==> src/common/erx_pkg.sv <==
`default_nettype none

package erx_pkg;

   //##########################################################
   // emesh packet
   //##########################################################

   localparam int aw = 32;                     // address and data width

   typedef logic [aw-1:0] addr_t;              // emesh address
   typedef logic [aw-1:0] data_t;              // emesh data word
   typedef logic [4:0]    ctrlmode_t;          // routing / special modes
   typedef logic [1:0]    datamode_t;          // 8/16/32/64 bit transfer size

   // 104 bits, write bit on top, srcaddr at the bottom
   typedef struct packed {
      logic      write;
      datamode_t datamode;
      ctrlmode_t ctrlmode;
      addr_t     dstaddr;
      data_t     data;
      addr_t     srcaddr;
   } emesh_packet_t;

   //##########################################################
   // address map
   //##########################################################

   localparam logic [3:0] group_mmr = 4'hf;    // dstaddr[19:16]
   localparam logic [2:0] group_rx  = 3'h1;    // dstaddr[10:8], rx block
   localparam logic [3:0] group_rr  = 4'he;    // readback from tx side, dstaddr[19:16]

   // register index, dstaddr[7:2]
   typedef logic [5:0] reg_idx_t;

   localparam reg_idx_t reg_cfg      = 6'd0;
   localparam reg_idx_t reg_offset   = 6'd1;   // dynamic remap base
   localparam reg_idx_t reg_idelay0  = 6'd2;   // low tap nibbles d0..d7
   localparam reg_idx_t reg_idelay1  = 6'd3;   // frame nibble + top bits
   localparam reg_idx_t reg_testdata = 6'd4;
   localparam reg_idx_t reg_gpio     = 6'd5;
   localparam reg_idx_t reg_status   = 6'd6;

   localparam int cfg_irq_en_bit = 28;         // mailbox irq enable in cfg

   //##########################################################
   // rx io side
   //##########################################################

   localparam int idelay_lanes = 9;            // eight data lanes, frame last
   localparam int idelay_tap_w = 5;

   typedef logic [idelay_lanes-1:0] gpio_t;    // frame and data pins
   typedef logic [15:0]             status_t;
   typedef logic [idelay_lanes*idelay_tap_w-1:0] idelay_t;

   // static rx config, decoded from cfg and offset
   typedef struct packed {
      logic        test_mode;
      logic        mmu_enable;
      logic [1:0]  remap_mode;
      logic [11:0] remap_sel;
      logic [11:0] remap_pattern;
      addr_t       remap_base;
   } erx_config_t;

   // mailbox
   localparam int mbox_depth = 8;
   typedef logic [$clog2(mbox_depth):0] mbox_ptr_t;   // extra wrap bit

endpackage

`default_nettype wire
==> src/erx_subsys.sv <==
`timescale 1ns/1ps
`default_nettype none

module erx_subsys
   import erx_pkg::*;
(
   input  wire                clk,
   input  wire                nreset,
   input  wire                cfg_access,
   input  wire emesh_packet_t cfg_packet,
   input  wire                rx_access,
   input  wire emesh_packet_t rx_packet,
   input  wire gpio_t         gpio_datain,
   input  wire status_t       rx_status,
   output logic               rsp_access,
   output emesh_packet_t      rsp_packet,
   output erx_config_t        rx_config,
   output idelay_t            idelay_value,
   output logic               load_taps,
   output logic               mailbox_irq
);

   // cfg <-> mailbox
   logic  mailbox_access;
   logic  mailbox_write;
   data_t mailbox_wdata;
   data_t mailbox_rdata;
   logic  mailbox_irq_en;

   erx_cfg u_erx_cfg (
      .clk            (clk),
      .nreset         (nreset),
      .cfg_access     (cfg_access),
      .cfg_packet     (cfg_packet),
      .rx_access      (rx_access),
      .rx_packet      (rx_packet),
      .gpio_datain    (gpio_datain),
      .rx_status      (rx_status),
      .mailbox_rdata  (mailbox_rdata),
      .mailbox_access (mailbox_access),
      .mailbox_write  (mailbox_write),
      .mailbox_wdata  (mailbox_wdata),
      .mailbox_irq_en (mailbox_irq_en),
      .rsp_access     (rsp_access),
      .rsp_packet     (rsp_packet),
      .rx_config      (rx_config),
      .idelay_value   (idelay_value),
      .load_taps      (load_taps)
   );

   erx_mailbox u_erx_mailbox (
      .clk    (clk),
      .nreset (nreset),
      .access (mailbox_access),
      .write  (mailbox_write),
      .wdata  (mailbox_wdata),
      .irq_en (mailbox_irq_en),
      .rdata  (mailbox_rdata),
      .irq    (mailbox_irq)
   );

endmodule

`default_nettype wire

==> src/erx_mailbox.sv <==
`timescale 1ns/1ps
`default_nettype none

module erx_mailbox
   import erx_pkg::*;
(
   input  wire        clk,
   input  wire        nreset,        // async, active low
   input  wire        access,        // decoded mailbox request
   input  wire        write,         // 1 push, 0 pop
   input  wire data_t wdata,
   input  wire        irq_en,
   output data_t      rdata,         // head, valid the cycle after a pop
   output logic       irq
);

   // storage
   data_t mem [mbox_depth];

   // pointers carry one wrap bit above the index
   mbox_ptr_t wr_ptr;
   mbox_ptr_t rd_ptr;
   logic [$bits(mbox_ptr_t)-2:0] wr_idx;
   logic [$bits(mbox_ptr_t)-2:0] rd_idx;

   logic empty;
   logic full;
   logic push;
   logic pop;
   logic pop_valid;                  // pop that actually finds data

   assign wr_idx = wr_ptr[$bits(mbox_ptr_t)-2:0];
   assign rd_idx = rd_ptr[$bits(mbox_ptr_t)-2:0];

   //##########################################################
   // flags
   //##########################################################

   assign empty = (wr_ptr == rd_ptr);
   // same slot, opposite lap
   assign full  = (wr_idx == rd_idx) &
                  (wr_ptr[$bits(mbox_ptr_t)-1] != rd_ptr[$bits(mbox_ptr_t)-1]);

   assign push      = access & write & ~full;        // dropped when full
   assign pop       = access & ~write;
   assign pop_valid = pop & ~empty;

   //##########################################################
   // queue
   //##########################################################

   always_ff @(posedge clk)
   begin
      if (push)
         mem[wr_idx] <= wdata;
   end

   always_ff @(posedge clk or negedge nreset)
   begin
      if (!nreset)
      begin
         wr_ptr <= '0;
         rd_ptr <= '0;
      end
      else
      begin
         if (push)
            wr_ptr <= wr_ptr + 1'b1;
         if (pop_valid)
            rd_ptr <= rd_ptr + 1'b1;
      end
   end

   // head out one cycle after the pop, lines up with the cfg response stage
   always_ff @(posedge clk or negedge nreset)
   begin
      if (!nreset)
         rdata <= '0;
      else if (pop_valid)
         rdata <= mem[rd_idx];
      else
         rdata <= '0;                                   // empty pop or idle
   end

   // level irq while anything is waiting
   assign irq = irq_en & ~empty;

endmodule

`default_nettype wire

==> src/erx_cfg/erx_cfg.sv <==
`timescale 1ns/1ps
`default_nettype none

module erx_cfg
   import erx_pkg::*;
(
   input  wire           clk,
   input  wire           nreset,          // async, active low
   // request from tx side
   input  wire           cfg_access,
   input  wire emesh_packet_t cfg_packet,
   // raw rx debug traffic
   input  wire           rx_access,
   input  wire emesh_packet_t rx_packet,
   input  wire gpio_t    gpio_datain,     // static pin levels
   input  wire status_t  rx_status,       // pulses
   // mailbox side
   input  wire data_t    mailbox_rdata,
   output logic          mailbox_access,
   output logic          mailbox_write,
   output data_t         mailbox_wdata,
   output logic          mailbox_irq_en,
   // response
   output logic          rsp_access,
   output emesh_packet_t rsp_packet,
   // rx config out
   output erx_config_t   rx_config,
   output idelay_t       idelay_value,
   output logic          load_taps
);

   addr_t    dstaddr;
   reg_idx_t reg_idx;
   logic     mmr_rx_hit;                  // mmr group + rx subgroup
   logic     reg_hit;
   logic     mbox_hit;
   logic     pass_hit;                    // rr group, passed straight back
   logic     cfg_read;                    // any read that is not a passthrough
   logic     reg_read;
   logic     mbox_read;
   logic     reg_write;
   logic     cfg_wr;
   logic     offset_wr;
   logic     idelay0_wr;
   logic     idelay1_wr;
   logic     testdata_wr;
   logic     status_wr;

   data_t                    cfg_reg;
   data_t                    offset_reg;
   gpio_t                    gpio_reg;
   status_t                  status_reg;
   data_t                    testdata_reg;
   data_t                    idelay0_reg;
   logic [idelay_lanes+3:0]  idelay1_reg;   // frame nibble + nine top bits
   data_t                    reg_rdata;

   // response stage
   data_t     reg_rdata_q;
   data_t     pass_data_q;
   addr_t     rsp_dstaddr_q;
   addr_t     rsp_srcaddr_q;
   datamode_t rsp_datamode_q;
   ctrlmode_t rsp_ctrlmode_q;
   logic      sel_reg_q;
   logic      sel_mbox_q;
   logic      sel_pass_q;
   data_t     rsp_data;

   //##########################################################
   // decode
   //##########################################################

   assign dstaddr = cfg_packet.dstaddr;
   assign reg_idx = dstaddr[7:2];

   assign mmr_rx_hit = (dstaddr[19:16] == group_mmr) & (dstaddr[10:8] == group_rx);
   assign reg_hit    = cfg_access & mmr_rx_hit & ~dstaddr[5];
   assign mbox_hit   = cfg_access & mmr_rx_hit & dstaddr[5];   // upper half is mailbox
   assign pass_hit   = cfg_access & (dstaddr[19:16] == group_rr);

   assign cfg_read  = cfg_access & ~cfg_packet.write & ~pass_hit;
   assign reg_read  = reg_hit & ~cfg_packet.write;
   assign mbox_read = mbox_hit & ~cfg_packet.write;
   assign reg_write = reg_hit & cfg_packet.write;

   // per register write enables
   assign cfg_wr      = reg_write & (reg_idx == reg_cfg);
   assign offset_wr   = reg_write & (reg_idx == reg_offset);
   assign idelay0_wr  = reg_write & (reg_idx == reg_idelay0);
   assign idelay1_wr  = reg_write & (reg_idx == reg_idelay1);
   assign testdata_wr = reg_write & (reg_idx == reg_testdata);
   assign status_wr   = reg_write & (reg_idx == reg_status);

   // mailbox gets the raw request, push/pop chosen by write bit
   assign mailbox_access = mbox_hit;
   assign mailbox_write  = cfg_packet.write;
   assign mailbox_wdata  = cfg_packet.data;

   //##########################################################
   // register file
   //##########################################################

   always_ff @(posedge clk or negedge nreset)
   begin
      if (!nreset)
      begin
         cfg_reg      <= '0;
         offset_reg   <= '0;
         gpio_reg     <= '0;
         status_reg   <= '0;
         testdata_reg <= '0;
      end
      else
      begin
         if (cfg_wr)
            cfg_reg <= cfg_packet.data;
         if (offset_wr)
            offset_reg <= cfg_packet.data;
         gpio_reg <= gpio_datain;                           // free running sample
         if (status_wr)
            status_reg <= cfg_packet.data[15:0];             // write clears/sets
         else
            status_reg <= status_reg | rx_status;            // sticky
         // write beats accumulate
         if (testdata_wr)
            testdata_reg <= cfg_packet.data;
         else if (rx_access)
            testdata_reg <= testdata_reg + rx_packet.data;
      end
   end

   // static config fields
   always_comb
   begin
      rx_config.test_mode     = cfg_reg[0];
      rx_config.mmu_enable    = cfg_reg[1];
      rx_config.remap_mode    = cfg_reg[3:2];
      rx_config.remap_sel     = cfg_reg[15:4];
      rx_config.remap_pattern = cfg_reg[27:16];
      rx_config.remap_base    = offset_reg;
   end

   assign mailbox_irq_en = cfg_reg[cfg_irq_en_bit];

   //##########################################################
   // idelay taps
   //##########################################################

   always_ff @(posedge clk or negedge nreset)
   begin
      if (!nreset)
      begin
         idelay0_reg <= '0;
         idelay1_reg <= '0;
         load_taps   <= 1'b0;
      end
      else
      begin
         if (idelay0_wr)
            idelay0_reg <= cfg_packet.data;
         if (idelay1_wr)
            idelay1_reg <= cfg_packet.data[idelay_lanes+3:0];
         load_taps <= idelay1_wr;                            // one pulse, taps now valid
      end
   end

   // five bits per lane: low nibble then msb
   always_comb
   begin
      for (int k = 0; k < idelay_lanes; k++)
      begin
         if (k < idelay_lanes-1)
            idelay_value[k*idelay_tap_w +: 4] = idelay0_reg[4*k +: 4];
         else
            idelay_value[k*idelay_tap_w +: 4] = idelay1_reg[3:0];   // frame lane
         idelay_value[k*idelay_tap_w+4] = idelay1_reg[4+k];
      end
   end

   //##########################################################
   // readback and response
   //##########################################################

   always_comb
   begin
      case (reg_idx)
         reg_cfg:      reg_rdata = cfg_reg;
         reg_offset:   reg_rdata = offset_reg;
         reg_idelay0:  reg_rdata = idelay0_reg;
         reg_idelay1:  reg_rdata = data_t'(idelay1_reg);
         reg_testdata: reg_rdata = testdata_reg;
         reg_gpio:     reg_rdata = data_t'(gpio_reg);
         reg_status:   reg_rdata = data_t'(status_reg);
         default:      reg_rdata = '0;                       // unmapped
      endcase
   end

   // control half of the response stage
   always_ff @(posedge clk or negedge nreset)
   begin
      if (!nreset)
      begin
         rsp_access <= 1'b0;
         sel_reg_q  <= 1'b0;
         sel_mbox_q <= 1'b0;
         sel_pass_q <= 1'b0;
      end
      else
      begin
         rsp_access <= cfg_read | pass_hit;
         sel_reg_q  <= reg_read;
         sel_mbox_q <= mbox_read;                            // mailbox registers its head too
         sel_pass_q <= pass_hit;
      end
   end

   // payload half
   always_ff @(posedge clk)
   begin
      if (reg_read)
         reg_rdata_q <= reg_rdata;
      pass_data_q    <= cfg_packet.data;
      rsp_dstaddr_q  <= pass_hit ? dstaddr : cfg_packet.srcaddr;   // reads return to sender
      rsp_srcaddr_q  <= cfg_packet.srcaddr;
      rsp_datamode_q <= cfg_packet.datamode;
      rsp_ctrlmode_q <= cfg_packet.ctrlmode;
   end

   // one-hot or mux, nothing selected reads zero
   assign rsp_data = ({aw{sel_reg_q}}  & reg_rdata_q)   |
                     ({aw{sel_mbox_q}} & mailbox_rdata) |
                     ({aw{sel_pass_q}} & pass_data_q);

   always_comb
   begin
      rsp_packet.write    = 1'b1;                            // responses always write back
      rsp_packet.datamode = rsp_datamode_q;
      rsp_packet.ctrlmode = rsp_ctrlmode_q;
      rsp_packet.dstaddr  = rsp_dstaddr_q;
      rsp_packet.data     = rsp_data;
      rsp_packet.srcaddr  = rsp_srcaddr_q;
   end

endmodule

`default_nettype wire

==> config.mk <==
export PLATFORM = sky130hd
export DESIGN_NAME = erx_subsys
export DESIGN_NICKNAME = d
export VERILOG_FILES = /design/src/common/erx_pkg.sv /design/src/erx_subsys.sv /design/src/erx_mailbox.sv /design/src/erx_cfg/erx_cfg.sv
export SDC_FILE = /design/constraint.sdc
export NUM_CORES = 1
export LEC_CHECK = 0
export BUFFER_PORTS_ARGS = -buffer_cell sky130_fd_sc_hd__buf_2
export CAP_MARGIN = 20
export CORE_ASPECT_RATIO = 0.8
export CORE_MARGIN = 1
export CORE_UTILIZATION = 55
export CTS_BUF_LIST = sky130_fd_sc_hd__clkbuf_16
export DETAILED_ROUTE_END_ITERATION = 16
export PLACE_DENSITY = 0.79
export SYNTH_ARGS = -nofsm -noshare
export SYNTH_HDL_FRONTEND = slang
export SYNTH_SLANG_ARGS = --single-unit
==> constraint.sdc <==
create_clock -name clk -period 4.95 [get_ports clk]
set_input_delay 0.495 -clock clk [delete_from_list [all_inputs] [get_ports clk]]
set_output_delay 0.495 -clock clk [all_outputs]
set_load 0.02 [all_outputs]
# == Word-level counts from Yosys, hierarchy flattened ==
# Memories as Yosys holds them, arrays and structs flattened.
# Index checks and enable logic that the tools add are counted.
# word_totals
latchBits,0
register_bits,346
wordCells,80
rom_bits,0
memories,1
out_inout_bits,212
mem_bits_rw,256
in_bits,237
# mem_list
name,depth,width,read_ports,rd_clocked_by_memory_dff,wr,line,source
u_erx_mailbox.mem,8,32,1,0,1,erx_mailbox.sv:18,data_t mem [mbox_depth];
# op_classes
n_div,0
eq_ne,12
bitwise_logic,33
order_cmp,0
muxes,8
n_addsub,3
shifts,0
reduce_logical,2
multipliers,0
# op_table
op,n
32-bit case mux with 7 select lines,1
32-bit 2-to-1 mux,4
32-bit AND,3
32-bit bitwise OR,2
32-bit adder,1
1-bit AND,21
"6-bit by 3-bit == test with 1-bit output, second input constant",3
16-bit 2-to-1 mux,1
16-bit bitwise OR,1
"6-bit by 2-bit == test with 1-bit output, second input constant",2
"4-bit by 1-bit adder with 4-bit output, second input constant",2
"4-bit == test, second input constant",2
"6-bit by 1-bit == test with 1-bit output, second input constant",1
6-bit logical NOT,1
1-bit inverter,5
4-bit == test,1
"3-bit by 1-bit == test with 1-bit output, second input constant",1
3-bit == test,1
1-bit 2-to-1 mux,2
2-bit nonzero test,1
1-bit != test,1
1-bit bitwise OR,1

# == Depth between registers and ports, before layout ==
# Gate-level depths: netlist (run 1).
# depth
word_depth,8
mapped_depth,13
mapped_depth_nobuf,13

# == Cells and area by module ==
# A second synthesis (run 1) with hierarchy kept.
# hier_totals
hier_cells,1660
hier_area_um2,24647.4
# by_module_without_submodules
module,cells_per_inst,instances,seq_area_each_um2,area_per_inst_um2
erx_cfg,1161,1,7302.0,13598.0
erx_mailbox,499,1,8688.3,11049.3

# == Worst setup path before layout (run 1) ==
# No wires, ideal clock.
# synth_path
path_type,in2reg
from,in cfg_access
to,"mem u_erx_mailbox.mem[1][0] (netlist name), enable pin"
arrival_ps,3653
setup_ps,461
t_required_ps,4489
path_buffers,0
cell_stages,5
setup_slack_ps,835
path_cell_list,nand4_1 > nor4b_1 > and3_1 > nand3_1 > nor3_1
# synth_between
elab_chain_len,6
# synth_lines
element,line,source
start: declaration,erx_subsys.sv:9,"input wire cfg_access,"
1-bit AND (2 in series),erx_cfg.sv:79,assign mbox_hit = cfg_access & mmr_rx_hit & dstaddr[5];
1-bit AND (2 in series),erx_mailbox.sv:44,assign push = access & write & ~full;
1-bit 2-to-1 mux,erx_mailbox.sv:54,if (push)
1-bit 2-to-1 mux (not written as such),erx_mailbox.sv:55,mem[wr_idx] <= wdata;
end: declaration,erx_mailbox.sv:18,
# Every way passes these cells.

# == Worst setup path in the final report (run 1) ==
# layout_path
from,reg u_erx_cfg.testdata_reg[0]
to,reg u_erx_cfg.testdata_reg[24]
# layout_between
elab_chain_len,3
# layout_lines
element,line,source
start: declaration,erx_cfg.sv:53,data_t testdata_reg;
start signal: assignment,erx_cfg.sv:127,testdata_reg <= cfg_packet.data;
start signal: assignment,erx_cfg.sv:129,testdata_reg <= testdata_reg + rx_packet.data;
32-bit adder,erx_cfg.sv:129,
32-bit 2-to-1 mux,erx_cfg.sv:128,else if (rx_access)
32-bit 2-to-1 mux,erx_cfg.sv:126,if (testdata_wr)
# Every way passes these cells. The select of a mux whose other input is x is not followed.
# A chain may end at the register's enable or synchronous reset.

==> results of run 1 <==
## layer usage
| metal | wire (um) | track usage (%) | part of all wire [%] | vias up |
|---|---|---|---|---|
| met5 | 22 | 0 | 0.033 | - |
| met4 | 2270 | 10.0 | 3.4 | 4 |
| li1 | - | - | - | 6756 |
| met3 | 6890 | 7.78 | 10 | 128 |
| met1 | 27700 | 44.1 | 41 | 8016 |
| met2 | 29900 | 44.0 | 45 | 867 |
## what timing repair did
| item | CTS | global route |
|---|---|---|
| endpoints found under the hold margin | 40 | 0 |
| buffers inserted | 0 | 0 |
| hold buffers | 40 | 0 |
| setup endpoints to repair | 0 | 0 |
## placed cells by master (no fill, tap or decap), types with 57 or more instances in the layout
cell and count:
buf_2 374, clkbuf_16 57, dfrtp_1 208, dfxtp_1 103, edfxtp_1 288, mux2_2 137
mux2i_1 62, mux4_2 64, nand2_1 88, nor2_1 78, o21ai_0 61
## synthesized netlist by cell type, types with 3 or more instances
master	count	share of area (%)
edfxtp_1	288	36
dfrtp_1	211	22
mux2_2	137	6.4
dfxtp_1	103	8.6
nand2_1	89	1.4
nor2_1	86	1.3
mux4_2	64	6.0
mux2i_1	62	2.6
o21ai_0	61	1.3
a21oi_1	49	1.0
clkbuf_1	46	0.72
a222oi_1	41	1.7
inv_1	40	0.63
ha_1	33	1.7
buf_4	29	0.91
xnor2_1	23	0.84
buf_1	20	0.31
a221o_1	19	0.79
a21o_1	17	0.53
a22o_1	16	0.58
xor2_1	16	0.58
a22oi_1	13	0.41
and3_1	13	0.34
buf_2	12	0.25
nand3_1	10	0.21
nor3_1	9	0.19
nand2b_1	6	0.16
nor2b_1	6	0.16
a221oi_1	5	0.18
o21a_1	4	0.13
o21bai_1	4	0.13
or2_2	4	0.10
a211oi_1	3	0.094
a31oi_1	3	0.078
nand3b_1	3	0.094
nand4_1	3	0.078
o211ai_1	3	0.094
## critical path: stages (launching register included)
cell and delay, ns:
dfrtp_1 0.40, ha_1 0.22, fa_1 0.45, a211oi_2 0.28, o211a_1 0.19, o22ai_1 0.10
a211o_1 0.32, nand2_2 0.11, nand3_2 0.09, o211a_1 0.24, or4b_1 0.51, a21oi_1 0.14
## kinds of logic (layout without fill, tap and decap cells)
| kind of cell | after synthesis | after routing |
|---|---|---|
| simple gates | 244 | 244 |
| flops | 602 | 602 |
| other cells | 1 | 2 |
| fa+ha+maj | 34 | 34 |
| mux | 265 | 265 |
| buf+inv | 149 | 588 |
| xor+xnor | 39 | 39 |
| compound gates | 251 | 251 |
## cell type report
| class | count | area, um^2 | share of cell area [%] |
|---|---|---|---|
| Sequential cell | 602 | 16000 | 56.2 |
| Multi-Input combinational cell | 834 | 7370 | 25.9 |
| Timing Repair Buffer | 444 | 2530 | 8.90 |
| Clock buffer | 57 | 1430 | 5.01 |
| Tap cell | 560 | 701 | 2.46 |
| Clock inverter | 47 | 282 | 0.989 |
| Inverter | 40 | 150 | 0.527 |
| Antenna cell | 1 | 2.50 | 0.00879 |
## metrics by stage
stage               power [uW]  std cells  hold slack, ns  instance area (um^2)
floorplan                 6820       1585           0.199                 24000
finish                   11400       2585          0.0303                 28500
global placement          7300       2437           0.476                 26300
global route             11800       2584         0.00485                 28500
CTS                      11300       2581         0.00212                 28400
detailed placement        7360       2437           0.483                 26300
## worst paths after layout
check                                                 startpoint                                      to  cells past startpoint
setup / recovery           u_erx_cfg.testdata_reg[0]$_DFFE_PN0P_  u_erx_cfg.testdata_reg[24]$_DFFE_PN0P_                     11
hold / removal                                            nreset  u_erx_cfg.testdata_reg[29]$_DFFE_PN0P_                      1
setup reg to reg           u_erx_cfg.testdata_reg[0]$_DFFE_PN0P_  u_erx_cfg.testdata_reg[24]$_DFFE_PN0P_                     11
hold reg to reg              u_erx_mailbox.rd_ptr[3]$_DFFE_PN0P_     u_erx_mailbox.rd_ptr[3]$_DFFE_PN0P_                      1
max in group asynchronous                                 nreset     u_erx_mailbox.rd_ptr[0]$_DFFE_PN0P_                      2
min in group clk                                  cfg_packet[23]     u_erx_cfg.rsp_srcaddr_q[23]$_DFF_P_                      1
## report_power, final
group / internal (uW) / switching, uW / leakage (uW)
Clock: 2150 / 1880 / 0.000896
Combinational: 739 / 980 / 0.00519
Sequential: 5420 / 191 / 0.00625
Total: 8310 / 3050 / 0.0123
==> flow_metrics.env, run 1 <==
export IMPL_outcome="completed"
export IMPL_post_cts_resize_count=0
export IMPL_hold_class="in -> async"
export IMPL_cts_htree_levels=2
export IMPL_avgRoutedWirePerCell_um=25.8
export IMPL_top_register="u_erx_mailbox.mem"
export IMPL_grt_pass1_vias=15620
export IMPL_synth_fa_ha_area_share_pct=1.81
export IMPL_cp_max_fo=3
export IMPL_utilization_pct=66.1
export IMPL_fp_dieArea_um2=44400
export IMPL_syn_avg_cell_area_um2=15.1
export IMPL_drive_above_1_share_pct=35.2
export IMPL_slew_violations=0
export IMPL_synth_xor_area_share_pct=1.42
export IMPL_drt_first_iter_violations=1803
export IMPL_nNetsFinal=2248
export IMPL_syn_cell_area_um2=24000
export IMPL_skew_ns=0.0206
export IMPL_r2r_slack_ns=1.81
export IMPL_fill_cells=2969
export IMPL_powerDensity_nw_per_um2=399
export IMPL_vdd_ir_drop_max_uv=279
export IMPL_synth_compound_area_share_pct=7.48
export IMPL_synth_cells=1585
export IMPL_setup_tns_ns=0
export IMPL_numPortBuffers=375
export IMPL_path_class="reg -> reg"
export IMPL_clk_latency_ns=0.63
export IMPL_synth_ff_type="edfxtp_1"
export IMPL_critPathLaunchType="flip-flop"
export IMPL_core_um2=43100
export IMPL_synth_edf_count=288
export IMPL_tightest_slew_ns=0.997
export IMPL_ys_seq_area_share_pct=66.7
export IMPL_drc=0
export IMPL_yosysWarningCount=0
export IMPL_synth_async_reset_ratio_pct=35.0
export IMPL_first_pass_iters=10
export IMPL_power_leakage_uw=0.0123
export IMPL_cts_tree="yes"
export IMPL_drv_cap=0
export IMPL_areaGrowthSynthToFinish_pct=18.7
export IMPL_cts_buffers=55
export IMPL_period_needed_ns=3.14
export IMPL_synth_top_family_by_area="multiplexers"
export IMPL_place_gp_congestion=0.934
export IMPL_clkTransAtPathRegs_ns=0.06
export IMPL_routed_wl_mm=66.8
export IMPL_num_io_pins=449
export IMPL_start_util_pct=55.7
export IMPL_dp_hpwl_mm=43.0
export IMPL_max_freq_mhz=319
export IMPL_overflow=0
export IMPL_arrival_ns=3.67
export IMPL_finalCritPeriodShare_pct=63.3
export IMPL_cts_sinks=602
export IMPL_grt_pass1_wl_mm=98.9
export IMPL_via_per_inst=6.10
export IMPL_setup_slack_ns=1.81
export IMPL_setup_viol=0
export IMPL_synthSimpleGateAreaFrac_pct=4.62
export IMPL_synth_seq_cells=602
export IMPL_yosysUniqueCellTypes=63
export IMPL_post_place_ws_ns=1.64
export IMPL_ant_nets=0
export IMPL_finalHoldViolations=0
export IMPL_antenna_found_initial=3
export IMPL_grt_max_degree=112
export IMPL_end_kind="flip-flop"
export IMPL_rsz0062_at_grt="no"
export IMPL_synthMuxAreaShare_pct=15.1
export IMPL_cts_root_buffer="clkbuf_16"
export IMPL_largest_reg_flops=256
export IMPL_synth_nets=1856
export IMPL_worstPathRequired_ns=5.49
export IMPL_fp_dieH_um=189
export IMPL_die_w_um=235
export IMPL_rows=68
export IMPL_clk_path_buf_depth=3
export IMPL_slew_headroom_pct=33.5
export IMPL_vias=15771
export IMPL_track_usage_pct=30.1
Power figures use the tool's default switching activity.
==> run 2: changes to the inputs <==
==> constraint.sdc (replaced) <==
create_clock -name clk -period 3.05 [get_ports clk]
set_input_delay 0.305 -clock clk [delete_from_list [all_inputs] [get_ports clk]]
set_output_delay 0.305 -clock clk [all_outputs]
set_load 0.02 [all_outputs]
==> flow_metrics.env, run 2 (synthesis results as in run 1) <==
export IMPL_outcome="completed"
export IMPL_reg2reg_depth=11
export IMPL_end_kind="flip-flop"
export IMPL_p_int_uw=13800
export IMPL_max_freq_mhz=341
export IMPL_dp_hpwl_mm=44.3
export IMPL_track_usage_pct=30.8
export IMPL_finalHoldViolations=0
export IMPL_power_leakage_uw=0.0129
export IMPL_power_frac_clock_pct=35.5
export IMPL_path_class="reg -> reg"
export IMPL_final_cell_mix="buf_2, edfxtp_1, dfrtp_1"
export IMPL_setup_tns_ns=0
export IMPL_nNetsFinal=2360
export IMPL_cts_root_buffer="clkbuf_16"
export IMPL_critPathLaunchType="flip-flop"
export IMPL_top_register="u_erx_mailbox.mem"
export IMPL_setup_viol=0
export IMPL_numPortBuffers=375
export IMPL_placed_cell_area_um2=26700
export IMPL_cp_max_fo=3
export IMPL_cts_buffers=57
export IMPL_cts_tree="yes"
export IMPL_areaGrowthSynthToFinish_pct=23.5
export IMPL_seq_power_share_pct=48.6
export IMPL_start_util_pct=55.7
export IMPL_finalNonFillerCells=2699
export IMPL_fp_dieH_um=189
export IMPL_design_area_um2=29600
export IMPL_p_comb_share_pct=15.9
export IMPL_powerDensity_nw_per_um2=633
export IMPL_vias=16531
export IMPL_core_um2=43100
export IMPL_routed_wl_mm=68.3
export IMPL_rows=68
export IMPL_num_io_pins=449
export IMPL_place_gp_congestion=0.905
export IMPL_die_w_um=235
export IMPL_arrival_ns=3.46
export IMPL_worstPathRequired_ns=3.58
export IMPL_drc=0
export IMPL_clk_path_buf_depth=3
export IMPL_cts_setup_buffers=0
export IMPL_grt_pass1_vias=16443
export IMPL_tightest_slew_ns=0.969
export IMPL_rsz0062_at_grt="no"
export IMPL_period_needed_ns=2.94
export IMPL_clkTransAtPathRegs_ns=0.07
export IMPL_fp_dieArea_um2=44400
export IMPL_first_pass_iters=8
export IMPL_finalCritPeriodShare_pct=96.3
export IMPL_drv_cap=0
export IMPL_skew_ns=0.0167
export IMPL_antenna_found_initial=1
export IMPL_setup_slack_ns=0.114
export IMPL_avgRoutedWirePerCell_um=25.3
export IMPL_dp_cells=2474
export IMPL_ant_nets=0
export IMPL_cts_sinks=602
export IMPL_drive_above_1_share_pct=34.8
export IMPL_overflow=0
export IMPL_post_place_ws_ns=-0.00726
export IMPL_p_switching_uw=5000
export IMPL_grt_max_degree=89
export IMPL_largest_reg_flops=256
export IMPL_layout_commonest_cell="buf_2"
export IMPL_p_sw_share_pct=26.6
export IMPL_vdd_ir_drop_max_uv=486
export IMPL_slew_violations=0
export IMPL_grt_pass1_wl_mm=102
export IMPL_clk_latency_ns=0.61
export IMPL_cts_htree_levels=2
export IMPL_power_total_uw=18700
export IMPL_via_per_inst=6.12
export IMPL_drt_first_iter_violations=1958
export IMPL_hold_class="in -> reg"
export IMPL_holdPathStages=3
export IMPL_slew_headroom_pct=35.4
## run 2: cell types whose count changed in the layout (fill, tap and decap cells not counted), moves of 2 or more
cell,previous run,this run
dlygate4sd3_1,40,116
buf_4,25,54
inv_1,56,65
buf_12,1,9
clkinv_2,11,5
clkinv_4,2,0
nor3_4,1,3
## run 2: metrics by stage
| stage | util, % | hold slack [ns] |
|---|---|---|
| detailed placement | 62.0 | 0.381 |
| global placement | 62.0 | 0.362 |
| finish | 68.8 | 0.0270 |
| floorplan | - | 0.00941 |
| CTS | 68.8 | 0.00416 |
| global route | 68.8 | 0.00714 |
## run 2: worst max-delay path, cell delays in order (launching register included)
cell and delay [ns]:
dfrtp_1 0.39, ha_1 0.24, fa_2 0.36, a211oi_2 0.22
o211a_1 0.19, o22ai_1 0.11, a211o_1 0.30, nand2_2 0.10
nand3_2 0.08, o211a_1 0.24, or4b_1 0.50, a21oi_1 0.13
## run 2: path summary, 6_finish.rpt
check,endpoint,start,slack [ns]
max,u_erx_cfg.testdata_reg[24]$_DFFE_PN0P_,u_erx_cfg.testdata_reg[0]$_DFFE_PN0P_,0.11
min,u_erx_cfg.status_reg[4]$_DFF_PN0_,rx_status[4],0.03
max reg2reg,u_erx_cfg.testdata_reg[24]$_DFFE_PN0P_,u_erx_cfg.testdata_reg[0]$_DFFE_PN0P_,0.11
min reg2reg,u_erx_mailbox.rd_ptr[3]$_DFFE_PN0P_,u_erx_mailbox.rd_ptr[3]$_DFFE_PN0P_,0.49
max in group asynchronous,u_erx_cfg.gpio_reg[6]$_DFF_PN0_,nreset,1.89
min in group asynchronous,u_erx_cfg.testdata_reg[29]$_DFFE_PN0P_,nreset,0.28
## run 2: area by class of cell
cell class,instances,area (um^2)
well taps,560,701
multi-input cells,834,7400
diodes,1,2.50
clock buffers,58,1450
fillers,2775,13400
flip-flops and latches,602,16000
clock inverters,50,290
inverters,40,150
repair buffers,554,3630
## run 2: metal layers
layer / track usage (%) / vias up / share of wire, %
met5: 0 / - / 0
met4: 11.5 / 0 / 3.8
met3: 8.12 / 163 / 11
met2: 46.3 / 1001 / 46
met1: 43.6 / 8379 / 40
li1: - / 6988 / -
## run 2: power groups by stage
| stage | logic, uW | clock network [uW] | registers [uW] |
|---|---|---|---|
| after floorplan | 1880 | 0 | 9190 |
| after global placement | 2690 | 0 | 9230 |
| after detailed placement | 2770 | 0 | 9240 |
| after CTS | 2920 | 6660 | 9080 |
| after global routing | 3280 | 7020 | 9120 |
| final | 2990 | 6660 | 9110 |
## run 2: what timing repair did
| action | CTS | global route |
|---|---|---|
| pin swaps | 0 | 1 |
| hold buffers | 116 | 0 |
| hold endpoints to repair | 206 | 0 |
| resized for setup | 1 | 3 |
| setup endpoints to repair | 1 | 6 |
